$ cat src/verilog/mac_seg_pkg.sv
package mac_seg_pkg;

    // Segment geometry of the hard MAC side.
    localparam int seg_count = 4;   // Segments per MAC word.
    localparam int seg_bytes = 8;   // Bytes per segment, same as the MFB block.

    // Word geometry, shared by the MFB and the MAC side.
    localparam int word_bytes = seg_count * seg_bytes;
    localparam int word_width = word_bytes * 8;

    // MFB position fields.
    // Start of frame points at a block, end of frame points at a byte.
    localparam int sof_pos_width = $clog2(seg_count);
    localparam int eof_pos_width = $clog2(word_bytes);

    // Empty byte count reported on the last-byte segment.
    localparam int empty_width = $clog2(seg_bytes);

    // One data word, seen either as a flat vector or as MAC segments.
    // Segment 0 holds the lowest bytes of the word.
    typedef union packed {
        logic [word_width-1:0]                  flat;
        logic [seg_count-1:0][seg_bytes*8-1:0]  seg;
    } seg_data_t;

endpackage

$ cat src/verilog/mfb_seg_decoder.sv
`timescale 1ns/1ps

module mfb_seg_decoder import mac_seg_pkg::*; (
    input  logic                                   CLK,
    input  logic                                   reset,

    // MFB word and framing flags.
    input  seg_data_t                              data,
    input  logic                                   sof,
    input  logic [sof_pos_width-1:0]               sof_pos,
    input  logic                                   eof,
    input  logic [eof_pos_width-1:0]               eof_pos,
    input  logic                                   error,
    input  logic                                   accept,    // Word transfers this cycle.

    // Per-segment view of the same word.
    output seg_data_t                              seg_data,
    output logic [seg_count-1:0]                   seg_inframe,
    output logic [seg_count-1:0][empty_width-1:0]  seg_eop_empty,
    output logic [seg_count-1:0]                   seg_error
);

    logic                      inframe_q;    // A frame is running at the start of the word.
    logic                      inframe_d;
    logic [sof_pos_width-1:0]  eof_blk;      // Block that holds the last byte.
    logic [empty_width-1:0]    eof_off;      // Byte offset of the last byte in that block.
    logic [seg_count-1:0]      run_seg;      // Segment carries bytes of the running frame.
    logic [seg_count-1:0]      last_seg;     // Segment holds the last byte of the running frame.
    logic [seg_count-1:0]      new_seg;      // Segment carries bytes of a frame started here.

    assign eof_blk = eof_pos[eof_pos_width-1:empty_width];
    assign eof_off = eof_pos[empty_width-1:0];

    // Classify each segment of the word.
    // An eof only applies to a frame that was already running, since a
    // frame is long enough never to start and end in the same word.
    always_comb begin
        for (int i = 0; i < seg_count; i++) begin
            run_seg[i]  = inframe_q && (!eof || sof_pos_width'(i) < eof_blk);
            last_seg[i] = inframe_q && eof && sof_pos_width'(i) == eof_blk;
            new_seg[i]  = sof && sof_pos_width'(i) >= sof_pos;
        end
    end

    // Segment flags as the MAC expects them.
    always_comb begin
        seg_data.flat = data.flat;    // Payload is not touched.
        for (int i = 0; i < seg_count; i++) begin
            // The flag drops on the last-byte segment, which marks the frame end.
            seg_inframe[i] = (run_seg[i] || new_seg[i]) && !last_seg[i];

            // 7 minus offset, written as the bitwise inverse of the offset.
            seg_eop_empty[i] = last_seg[i] ? ~eof_off : '0;

            seg_error[i] = last_seg[i] && error;    // FCS error only at frame end.
        end
    end

    // The word leaves a frame open when a new frame starts after the
    // end of the old one, or when the old one just continues.
    always_comb begin
        inframe_d = sof || (inframe_q && !eof);
    end

    always_ff @(posedge CLK) begin
        if (reset) begin
            inframe_q <= 1'b0;
        end else if (accept) begin
            inframe_q <= inframe_d;
        end
    end

endmodule

$ cat src/verilog/mac_seg_skid_buffer.sv
`timescale 1ns/1ps

module mac_seg_skid_buffer import mac_seg_pkg::*; (
    input  logic                                   CLK,
    input  logic                                   reset,

    // Upstream side.
    input  seg_data_t                              in_data,
    input  logic [seg_count-1:0]                   in_inframe,
    input  logic [seg_count-1:0][empty_width-1:0]  in_eop_empty,
    input  logic [seg_count-1:0]                   in_error,
    input  logic                                   in_valid,
    output logic                                   in_ready,

    // Downstream side, driven from the main register.
    output seg_data_t                              out_data,
    output logic [seg_count-1:0]                   out_inframe,
    output logic [seg_count-1:0][empty_width-1:0]  out_eop_empty,
    output logic [seg_count-1:0]                   out_error,
    output logic                                   out_valid,
    input  logic                                   out_ready
);

    logic                                   main_valid;
    logic                                   skid_valid;
    logic                                   main_valid_d;
    logic                                   skid_valid_d;
    logic                                   ready_q;
    logic                                   in_xfer;      // Upstream word accepted.
    logic                                   main_load;    // Main register takes a new word.
    logic                                   skid_load;    // Incoming word parks in the skid.
    seg_data_t                              skid_data;
    logic [seg_count-1:0]                   skid_inframe;
    logic [seg_count-1:0][empty_width-1:0]  skid_eop_empty;
    logic [seg_count-1:0]                   skid_error;

    assign in_xfer   = in_valid && in_ready;
    assign main_load = !main_valid || out_ready;    // Main is empty or drains now.
    assign skid_load = in_xfer && main_valid && !out_ready;

    always_comb begin
        main_valid_d = main_load ? (skid_valid || in_xfer) : main_valid;
        if (skid_valid) begin
            skid_valid_d = !out_ready;    // Skid moves to main when main drains.
        end else begin
            skid_valid_d = skid_load;
        end
    end

    // Ready follows an empty skid register, one cycle late out of reset.
    always_ff @(posedge CLK) begin
        if (reset) begin
            main_valid  <= 1'b0;
            skid_valid  <= 1'b0;
            ready_q     <= 1'b0;
            out_inframe <= '0;
        end else begin
            main_valid <= main_valid_d;
            skid_valid <= skid_valid_d;
            ready_q    <= !skid_valid_d;
            if (main_load) begin
                out_inframe <= skid_valid ? skid_inframe : in_inframe;
            end
        end
    end

    always_ff @(posedge CLK) begin
        if (main_load) begin
            for (int i = 0; i < seg_count; i++) begin
                out_data.seg[i] <= skid_valid ? skid_data.seg[i] : in_data.seg[i];
            end
            out_eop_empty <= skid_valid ? skid_eop_empty : in_eop_empty;
            out_error     <= skid_valid ? skid_error : in_error;
        end
        if (skid_load) begin
            for (int i = 0; i < seg_count; i++) begin
                skid_data.seg[i] <= in_data.seg[i];
            end
            skid_inframe   <= in_inframe;
            skid_eop_empty <= in_eop_empty;
            skid_error     <= in_error;
        end
    end

    assign in_ready  = ready_q;
    assign out_valid = main_valid;

endmodule

$ cat src/verilog/tx_mac_seg_adapter.sv
`timescale 1ns/1ps

module tx_mac_seg_adapter import mac_seg_pkg::*; (
    input  logic                                   CLK,
    input  logic                                   reset,

    // MFB input, one region of four blocks.
    input  seg_data_t                              mfb_data,
    input  logic                                   mfb_sof,
    input  logic [sof_pos_width-1:0]               mfb_sof_pos,
    input  logic                                   mfb_eof,
    input  logic [eof_pos_width-1:0]               mfb_eof_pos,
    input  logic                                   mfb_error,
    input  logic                                   mfb_src_rdy,
    output logic                                   mfb_dst_rdy,

    // Segmented MAC output.
    output seg_data_t                              mac_data,
    output logic [seg_count-1:0]                   mac_inframe,
    output logic [seg_count-1:0][empty_width-1:0]  mac_eop_empty,
    output logic [seg_count-1:0]                   mac_error,
    output logic                                   mac_valid,
    input  logic                                   mac_ready
);

    // Decoded word on its way into the skid buffer.
    seg_data_t                              dec_data;
    logic [seg_count-1:0]                   dec_inframe;
    logic [seg_count-1:0][empty_width-1:0]  dec_eop_empty;
    logic [seg_count-1:0]                   dec_error;

    mfb_seg_decoder decoder_i (
        .CLK           (CLK),
        .reset         (reset),
        .data          (mfb_data),
        .sof           (mfb_sof),
        .sof_pos       (mfb_sof_pos),
        .eof           (mfb_eof),
        .eof_pos       (mfb_eof_pos),
        .error         (mfb_error),
        .accept        (mfb_src_rdy && mfb_dst_rdy),    // Frame state moves on transfer only.
        .seg_data      (dec_data),
        .seg_inframe   (dec_inframe),
        .seg_eop_empty (dec_eop_empty),
        .seg_error     (dec_error)
    );

    // Output register stage, also the source of MFB back-pressure.
    mac_seg_skid_buffer skid_i (
        .CLK           (CLK),
        .reset         (reset),
        .in_data       (dec_data),
        .in_inframe    (dec_inframe),
        .in_eop_empty  (dec_eop_empty),
        .in_error      (dec_error),
        .in_valid      (mfb_src_rdy),
        .in_ready      (mfb_dst_rdy),
        .out_data      (mac_data),
        .out_inframe   (mac_inframe),
        .out_eop_empty (mac_eop_empty),
        .out_error     (mac_error),
        .out_valid     (mac_valid),
        .out_ready     (mac_ready)
    );

endmodule

$ cat config.mk
export PLATFORM = sky130hd
export DESIGN_NAME = tx_mac_seg_adapter
export DESIGN_NICKNAME = d
export VERILOG_FILES = /design/src/verilog/mac_seg_pkg.sv /design/src/verilog/mfb_seg_decoder.sv /design/src/verilog/mac_seg_skid_buffer.sv /design/src/verilog/tx_mac_seg_adapter.sv
export SDC_FILE = /design/constraint.sdc
export NUM_CORES = 1
export LEC_CHECK = 0
export ABC_AREA = 0
export ABC_CLOCK_PERIOD_IN_PS = 49900
export BUFFER_PORTS_ARGS = -buffer_cell sky130_fd_sc_hd__buf_2
export CAP_MARGIN = 40
export CORE_MARGIN = 1
export CORE_UTILIZATION = 40
export CTS_CLUSTER_SIZE = 10
export DETAILED_ROUTE_END_ITERATION = 8
export PLACE_DENSITY = 0.69
export SYNTH_ARGS = -nofsm -noshare
export SYNTH_HDL_FRONTEND = slang
export SYNTH_SLANG_ARGS = --single-unit
$ cat constraint.sdc
create_clock -name CLK -period 49.9 [get_ports CLK]
set_clock_uncertainty 0.1 [all_clocks]
set_input_delay 9.98 -clock CLK [delete_from_list [all_inputs] [get_ports CLK]]
set_output_delay 9.98 -clock CLK [all_outputs]
set_load 0.01 [all_outputs]
==> results of run 1 <==
[worst min-delay path, cell delays in order, from the launching register on]
cell,delay (ns)
dfxtp_1,0.31
nand2_1,0.07
a221oi_2,0.05
[stage by stage]
step           std cells  utilization
2_1_floorplan        953            -
5_1_grt             2258        0.508
3_5_place_dp        2166        0.473
6_report            2260        0.508
4_1_cts             2253        0.508
3_3_place_gp        2156        0.468
[logic make-up (layout without fill, tap and decap cells)]
logic type | Yosys count | count (layout) | synth area share
other | 0 | 7 | 0
DFF | 556 | 556 | 0.783
buffers and inverters | 50 | 662 | 0.0195
muxes | 256 | 256 | 0.171
and+or+nand+nor | 57 | 57 | 0.0136
AOI/OAI and AO/OA | 34 | 34 | 0.0126
[registers in the layout (all words and copies together) (netlist names)]
name                   flops
skid_i.out_eop_empty      12
skid_i.skid_error          4
skid_i.out_data          256
skid_i.skid_inframe        4
skid_i.out_error           4
decoder_i.inframe_q        1
skid_i.out_inframe         4
skid_i.skid_data         256
skid_i.out_valid           1
skid_i.skid_valid          1
skid_i.skid_eop_empty     12
skid_i.in_ready            1
[worst max path at each step]
stage                                  endpoint  cells past startpoint  slack (ns)       from
after CTS                 skid_i.skid_data[110]                      8       36.92  mac_ready
after detailed placement  skid_i.skid_data[147]                      8       36.30  mac_ready
after floorplan             skid_i.skid_data[0]                      3       12.08  mac_ready
after global routing      skid_i.skid_data[137]                      8       36.73  mac_ready
final                     skid_i.skid_data[155]                      8       36.92  mac_ready
after global placement    skid_i.skid_data[113]                      6       36.19  mac_ready
[metal layers]
layer,vias to the layer above,track usage
met5,-,0
met3,98,0.0555
met1,5395,0.202
met2,433,0.254
li1,4959,-
met4,18,0.0757
[placed cells by master (no fill, tap or decap), drive strengths merged]
cell type and instances:
nor3b 1, clkbuf 78, nor2 21, a21oi 2, nand4 2, edfxtp 548
nand3 2, a2bb2oi 2, o21ai 3, dfxtp 8, o31ai 16, a32oi 1
inv 11, a41oi 2, a31oi 1, a221oi 2, diode 7, nand2b 1
o32ai 1, buf 567, mux2 256, nand2 22, o22ai 1, a21boi 1
bufinv 1, nand4b 2, nand4bb 1, nor4bb 1, or3b 1, o41ai 1
clkinv 5, nor3 1, a22o 1, nor2b 2
[cell type report]
class | count | area (µm²) | area share
well taps | 688 | 861 | 0.0323
multi-input cells | 347 | 4200 | 0.157
repair buffers | 567 | 3090 | 0.116
clock inverters | 9 | 108 | 0.00404
inverters | 8 | 37.5 | 0.00141
clock buffers | 78 | 1730 | 0.0648
flip-flops and latches | 556 | 16600 | 0.623
diodes | 7 | 17.5 | 0.000657
[power by group]
group / internal [µW] / switching, µW
Sequential: 533 / 5.47
Clock: 248 / 173
Combinational: 33.4 / 33.4
==> qor.txt, run 1 <==
status - complete, no violations
vias in the first global route - 11.0k
layout cells sized above 1 - 0.581
hold depth - 2
post-synthesis async set-or-reset flop share - 0
Reg clk slew, reported paths - 0.05 ns
R2R depth - 7
hold endpoint - skid_i.out_inframe[0]
DRC Markers - 0
clk sinks - 556
Yosys warnings - 0
Routed met2 length - 21.8 mm
Worst path top cell family by delay - buffers and inverters
setup repair bufs after CTS - 0
CTS-repair resized insts - 0
CP Cell Sequence - buf_2 -> nor2b_4 -> inv_8 -> buf_16 -> nor2_4 -> buf_4 -> buf_4 -> buf_16
final hold slack - 0.383 ns
#FFs+latches synth - 556
number of buffers inserted by port buffering - 547
Ports - 548
share of the synthesized area in the top cell type - 0.776
Top FF cell, synth - edfxtp_1
Setup crit end kind - register
Via density - 4.82
Final Hold Vio Count - 0
Setup violations, final - 0
Synth cell types - 40
Post-DP Area - 24800 µm²
Root Buffer - clkbuf_16
Crit Path Class - in2reg
sequential-to-total area share from yosys stat - 0.783
largest net degree at the start of global routing - 84
CTS Hold Bufs - 0
CP Launch Type - primary input
Mapped Cells - 953
maxcap violations - 0
CP required - 50.03 ns
First-pass DRT Iterations - 5
reg2reg end - skid_i.skid_data[155]
Die W - 232 µm
vias - 10.9k
area delta synth->final - 25.6%
worst-path fanout max - 83
fin crit share - 0.260
Least-Margin Pin Slew - 0.850 ns
WP buf/inv - 6
Synthesized Nets - 1223
Reg-to-Reg Start - skid_i.out_valid
pre-CTS WS - 36.30 ns
# rows - 84
Clock Path Buffers - 3
cell area after synthesis - 21200 µm²
Die Y - 232 µm
worst IR drop on VDD - 0.0289 mV
initial antenna violation count - 18
Clock Latency Late Sink - 0.58 ns
crit-path max cell delay - 0.75 ns
fin area - 26700 µm²
Pleak - 0.0105 µW
Max Fclk - 77.0 MHz
Post-synth EDFFs - 548
die area - 54000 µm²
drt wl/cell - 20.2 µm
PwrDens - 38.5 nW/µm²
relative slew slack - 0.433
met1 wire length - 18.2 mm
Final min period - 12.98 ns
HP Start - skid_i.out_inframe[0]
leading area contributor after synthesis - edfxtp_1
CTS tree - built
Detail Placement HPWL - 31.8 mm
wire length of the first global-routing pass - 65.8 mm
Crit-path slowest cell - buf_4
Highest Signal Layer - met5
Avg Inst Size Synth - 22.3 µm²
routability congestion estimate - 0.802
max-slew violation count - 0
top cells by instance count after synthesis - edfxtp_1 (548), mux2_4 (200), mux2_2 (56)
Final ANT Viol Nets - 0
Routed met3 length - 3.87 mm
Overall Power - 1030 µW
Routed WL - 45.5 mm
reg-to-reg slack, setup - 45.99 ns
TNS Setup - 0 ns
GRT Residual Overflow - 0
worst hold path type - reg2reg
CTS buffer count - 66
count leader, synth - edfxtp_1
RSZ-0062 raised after global routing - no
final net count - 1816
Fillers - 4251
Initial Util - 0.405
core area - 52400 µm²
critical path arrival - 13.11 ns
Global Route Usage Sum - 0.162
initial drt markers - 578
H-Tree Depth - 3
Final WS setup - 36.92 ns
Synth area leaders - edfxtp_1 (78%), mux2_4 (14%), mux2_2 (3.0%)
Power figures use the tool's default switching activity.
==> run 2: changes to the inputs <==
- ABC_CLOCK_PERIOD_IN_PS: 49900 -> 10800
- PLACE_DENSITY: 0.69 -> 0.72
- clock period: 49.9 -> 10.8 ns (I/O delays scaled with it)
==> qor.txt, run 2 (synthesis results as in run 1) <==
layout cells sized above 1 - 0.580
worst hold path type - reg2reg
clk sinks - 556
HP Start - skid_i.out_inframe[0]
CTS tree - built
Fillers - 4258
routability congestion estimate - 0.829
Die W - 232 µm
Worst path top cell family by delay - buffers and inverters
Routed WL - 45.1 mm
Final Hold Vio Count - 0
Root Buffer - clkbuf_16
Reg clk slew, reported paths - 0.06 ns
GRT Residual Overflow - 0
largest net degree at the start of global routing - 144
Via density - 4.80
most frequent cells in the layout - edfxtp_1 (548), buf_2 (547), mux2_4 (200), clkbuf_16 (71), mux2_2 (56)
worst IR drop on VDD - 0.125 mV
DP Cell Count - 2161
commonest non-fill, non-tap cell in the layout - edfxtp_1
WP buf/inv - 4
vias in the first global route - 11.1k
area delta synth->final - 25.3%
CTS Hold Bufs - 0
CTS-repair resized insts - 0
maxcap violations - 0
initial drt markers - 564
max-slew violation count - 0
pre-CTS WS - 5.99 ns
critical path arrival - 4.32 ns
Global Route Usage Sum - 0.160
number of buffers inserted by port buffering - 547
DRC Markers - 0
Initial Util - 0.405
CTS buffer count - 67
Crit-path slowest cell - buf_4
fin area - 26600 µm²
relative slew slack - 0.256
drt wl/cell - 20.0 µm
Setup violations, final - 0
R2R depth - 5
FF+latch area - 16600 µm²
wire length of the first global-routing pass - 65.2 mm
Least-Margin Pin Slew - 1.12 ns
multi-input logic area - 4200 µm²
Final WS setup - 6.57 ns
CP Cell Sequence - buf_2 -> nor2b_4 -> clkinvlp_4 -> nor2_4 -> buf_4 -> buf_12
final net count - 1812
Final min period - 4.23 ns
RSZ-0062 raised after global routing - no
Clock Path Buffers - 3
# rows - 84
crit-path max cell delay - 0.67 ns
Crit Path Class - in2reg
Ports - 548
Die Y - 232 µm
reg-to-reg slack, setup - 7.83 ns
CP Launch Type - primary input
PwrDens - 180 nW/µm²
reg2reg end - skid_i.skid_data[10]
fin crit share - 0.392
Max Fclk - 236 MHz
Clock Latency Late Sink - 0.57 ns
CP required - 10.89 ns
final non-filler cell total - 2257
First-pass DRT Iterations - 5
die area - 54000 µm²
Pleak - 0.0104 µW
vias - 10.8k
hold endpoint - skid_i.out_inframe[0]
Reg-to-Reg Start - skid_i.out_valid
hold depth - 2
Detail Placement HPWL - 30.3 mm
setup repair bufs after CTS - 0
initial antenna violation count - 10
status - complete, no violations
core area - 52400 µm²
Post-DP Area - 24700 µm²
H-Tree Depth - 3
Final ANT Viol Nets - 0
Setup crit end kind - register
worst-path fanout max - 143
-- run 2: changes by cell type in the layout (fill, tap and decap cells not counted), moves of 2 or more --
cell / before / now
buf_16: 10 / 5
clkbuf_16: 67 / 71
inv_6: 4 / 1
buf_12: 0 / 2
buf_4: 10 / 8
clkinv_1: 1 / 3
-- run 2: how the worst max path moves through the flow --
| stage | depth (start not counted) | startpoint | slack (ns) | end |
|---|---|---|---|---|
| after detailed placement | 7 | mac_ready | 5.99 | skid_i.out_data[6] |
| after floorplan | 3 | mac_ready | -8.52 | skid_i.skid_data[0] |
| after global routing | 7 | mac_ready | 6.48 | skid_i.out_data[185] |
| after global placement | 6 | mac_ready | 5.23 | skid_i.out_data[9] |
| after CTS | 7 | mac_ready | 6.63 | skid_i.out_data[242] |
| final | 6 | mac_ready | 6.57 | skid_i.skid_data[10] |
-- run 2: area by class of cell --
type | instances | area share
clock buffers | 81 | 0.0682
repair buffers | 562 | 0.112
inverters | 8 | 0.00127
clock inverters | 9 | 0.00301
multi-input cells | 347 | 0.158
well taps | 688 | 0.0324
diodes | 6 | 0.000565
flip-flops and latches | 556 | 0.625
-- run 2: where the power goes --
group	switching [µW]	internal [µW]	total (µW)
logic	153	153	306
registers	26.8	2460	2490
clock network	810	1180	1990
-- run 2: tightest hold or removal path, delay by kind of cell (launching register included) --
family           cells  cell delay (ns)
flip-flops           1             0.31
AO/OA/AOI/OAI        1             0.05
AND/OR/NAND/NOR      1             0.07
-- run 2: layer usage --
metal	share of wire	GRT usage
met1	0.39	0.191
met2	0.50	0.262
met3	0.085	0.0572
met4	0.026	0.0625
met5	0.00051	0
-- run 2: through the flow --
stage	total power, µW	utilization	hold WS (ns)	TNS (ns)
finish	4780	0.507	0.383	0
global route	4940	0.507	0.413	0
CTS	4850	0.507	0.382	0
detailed placement	2840	0.471	0.373	0
global placement	2830	0.468	0.383	0
floorplan	2680	-	0.391	-2352.31
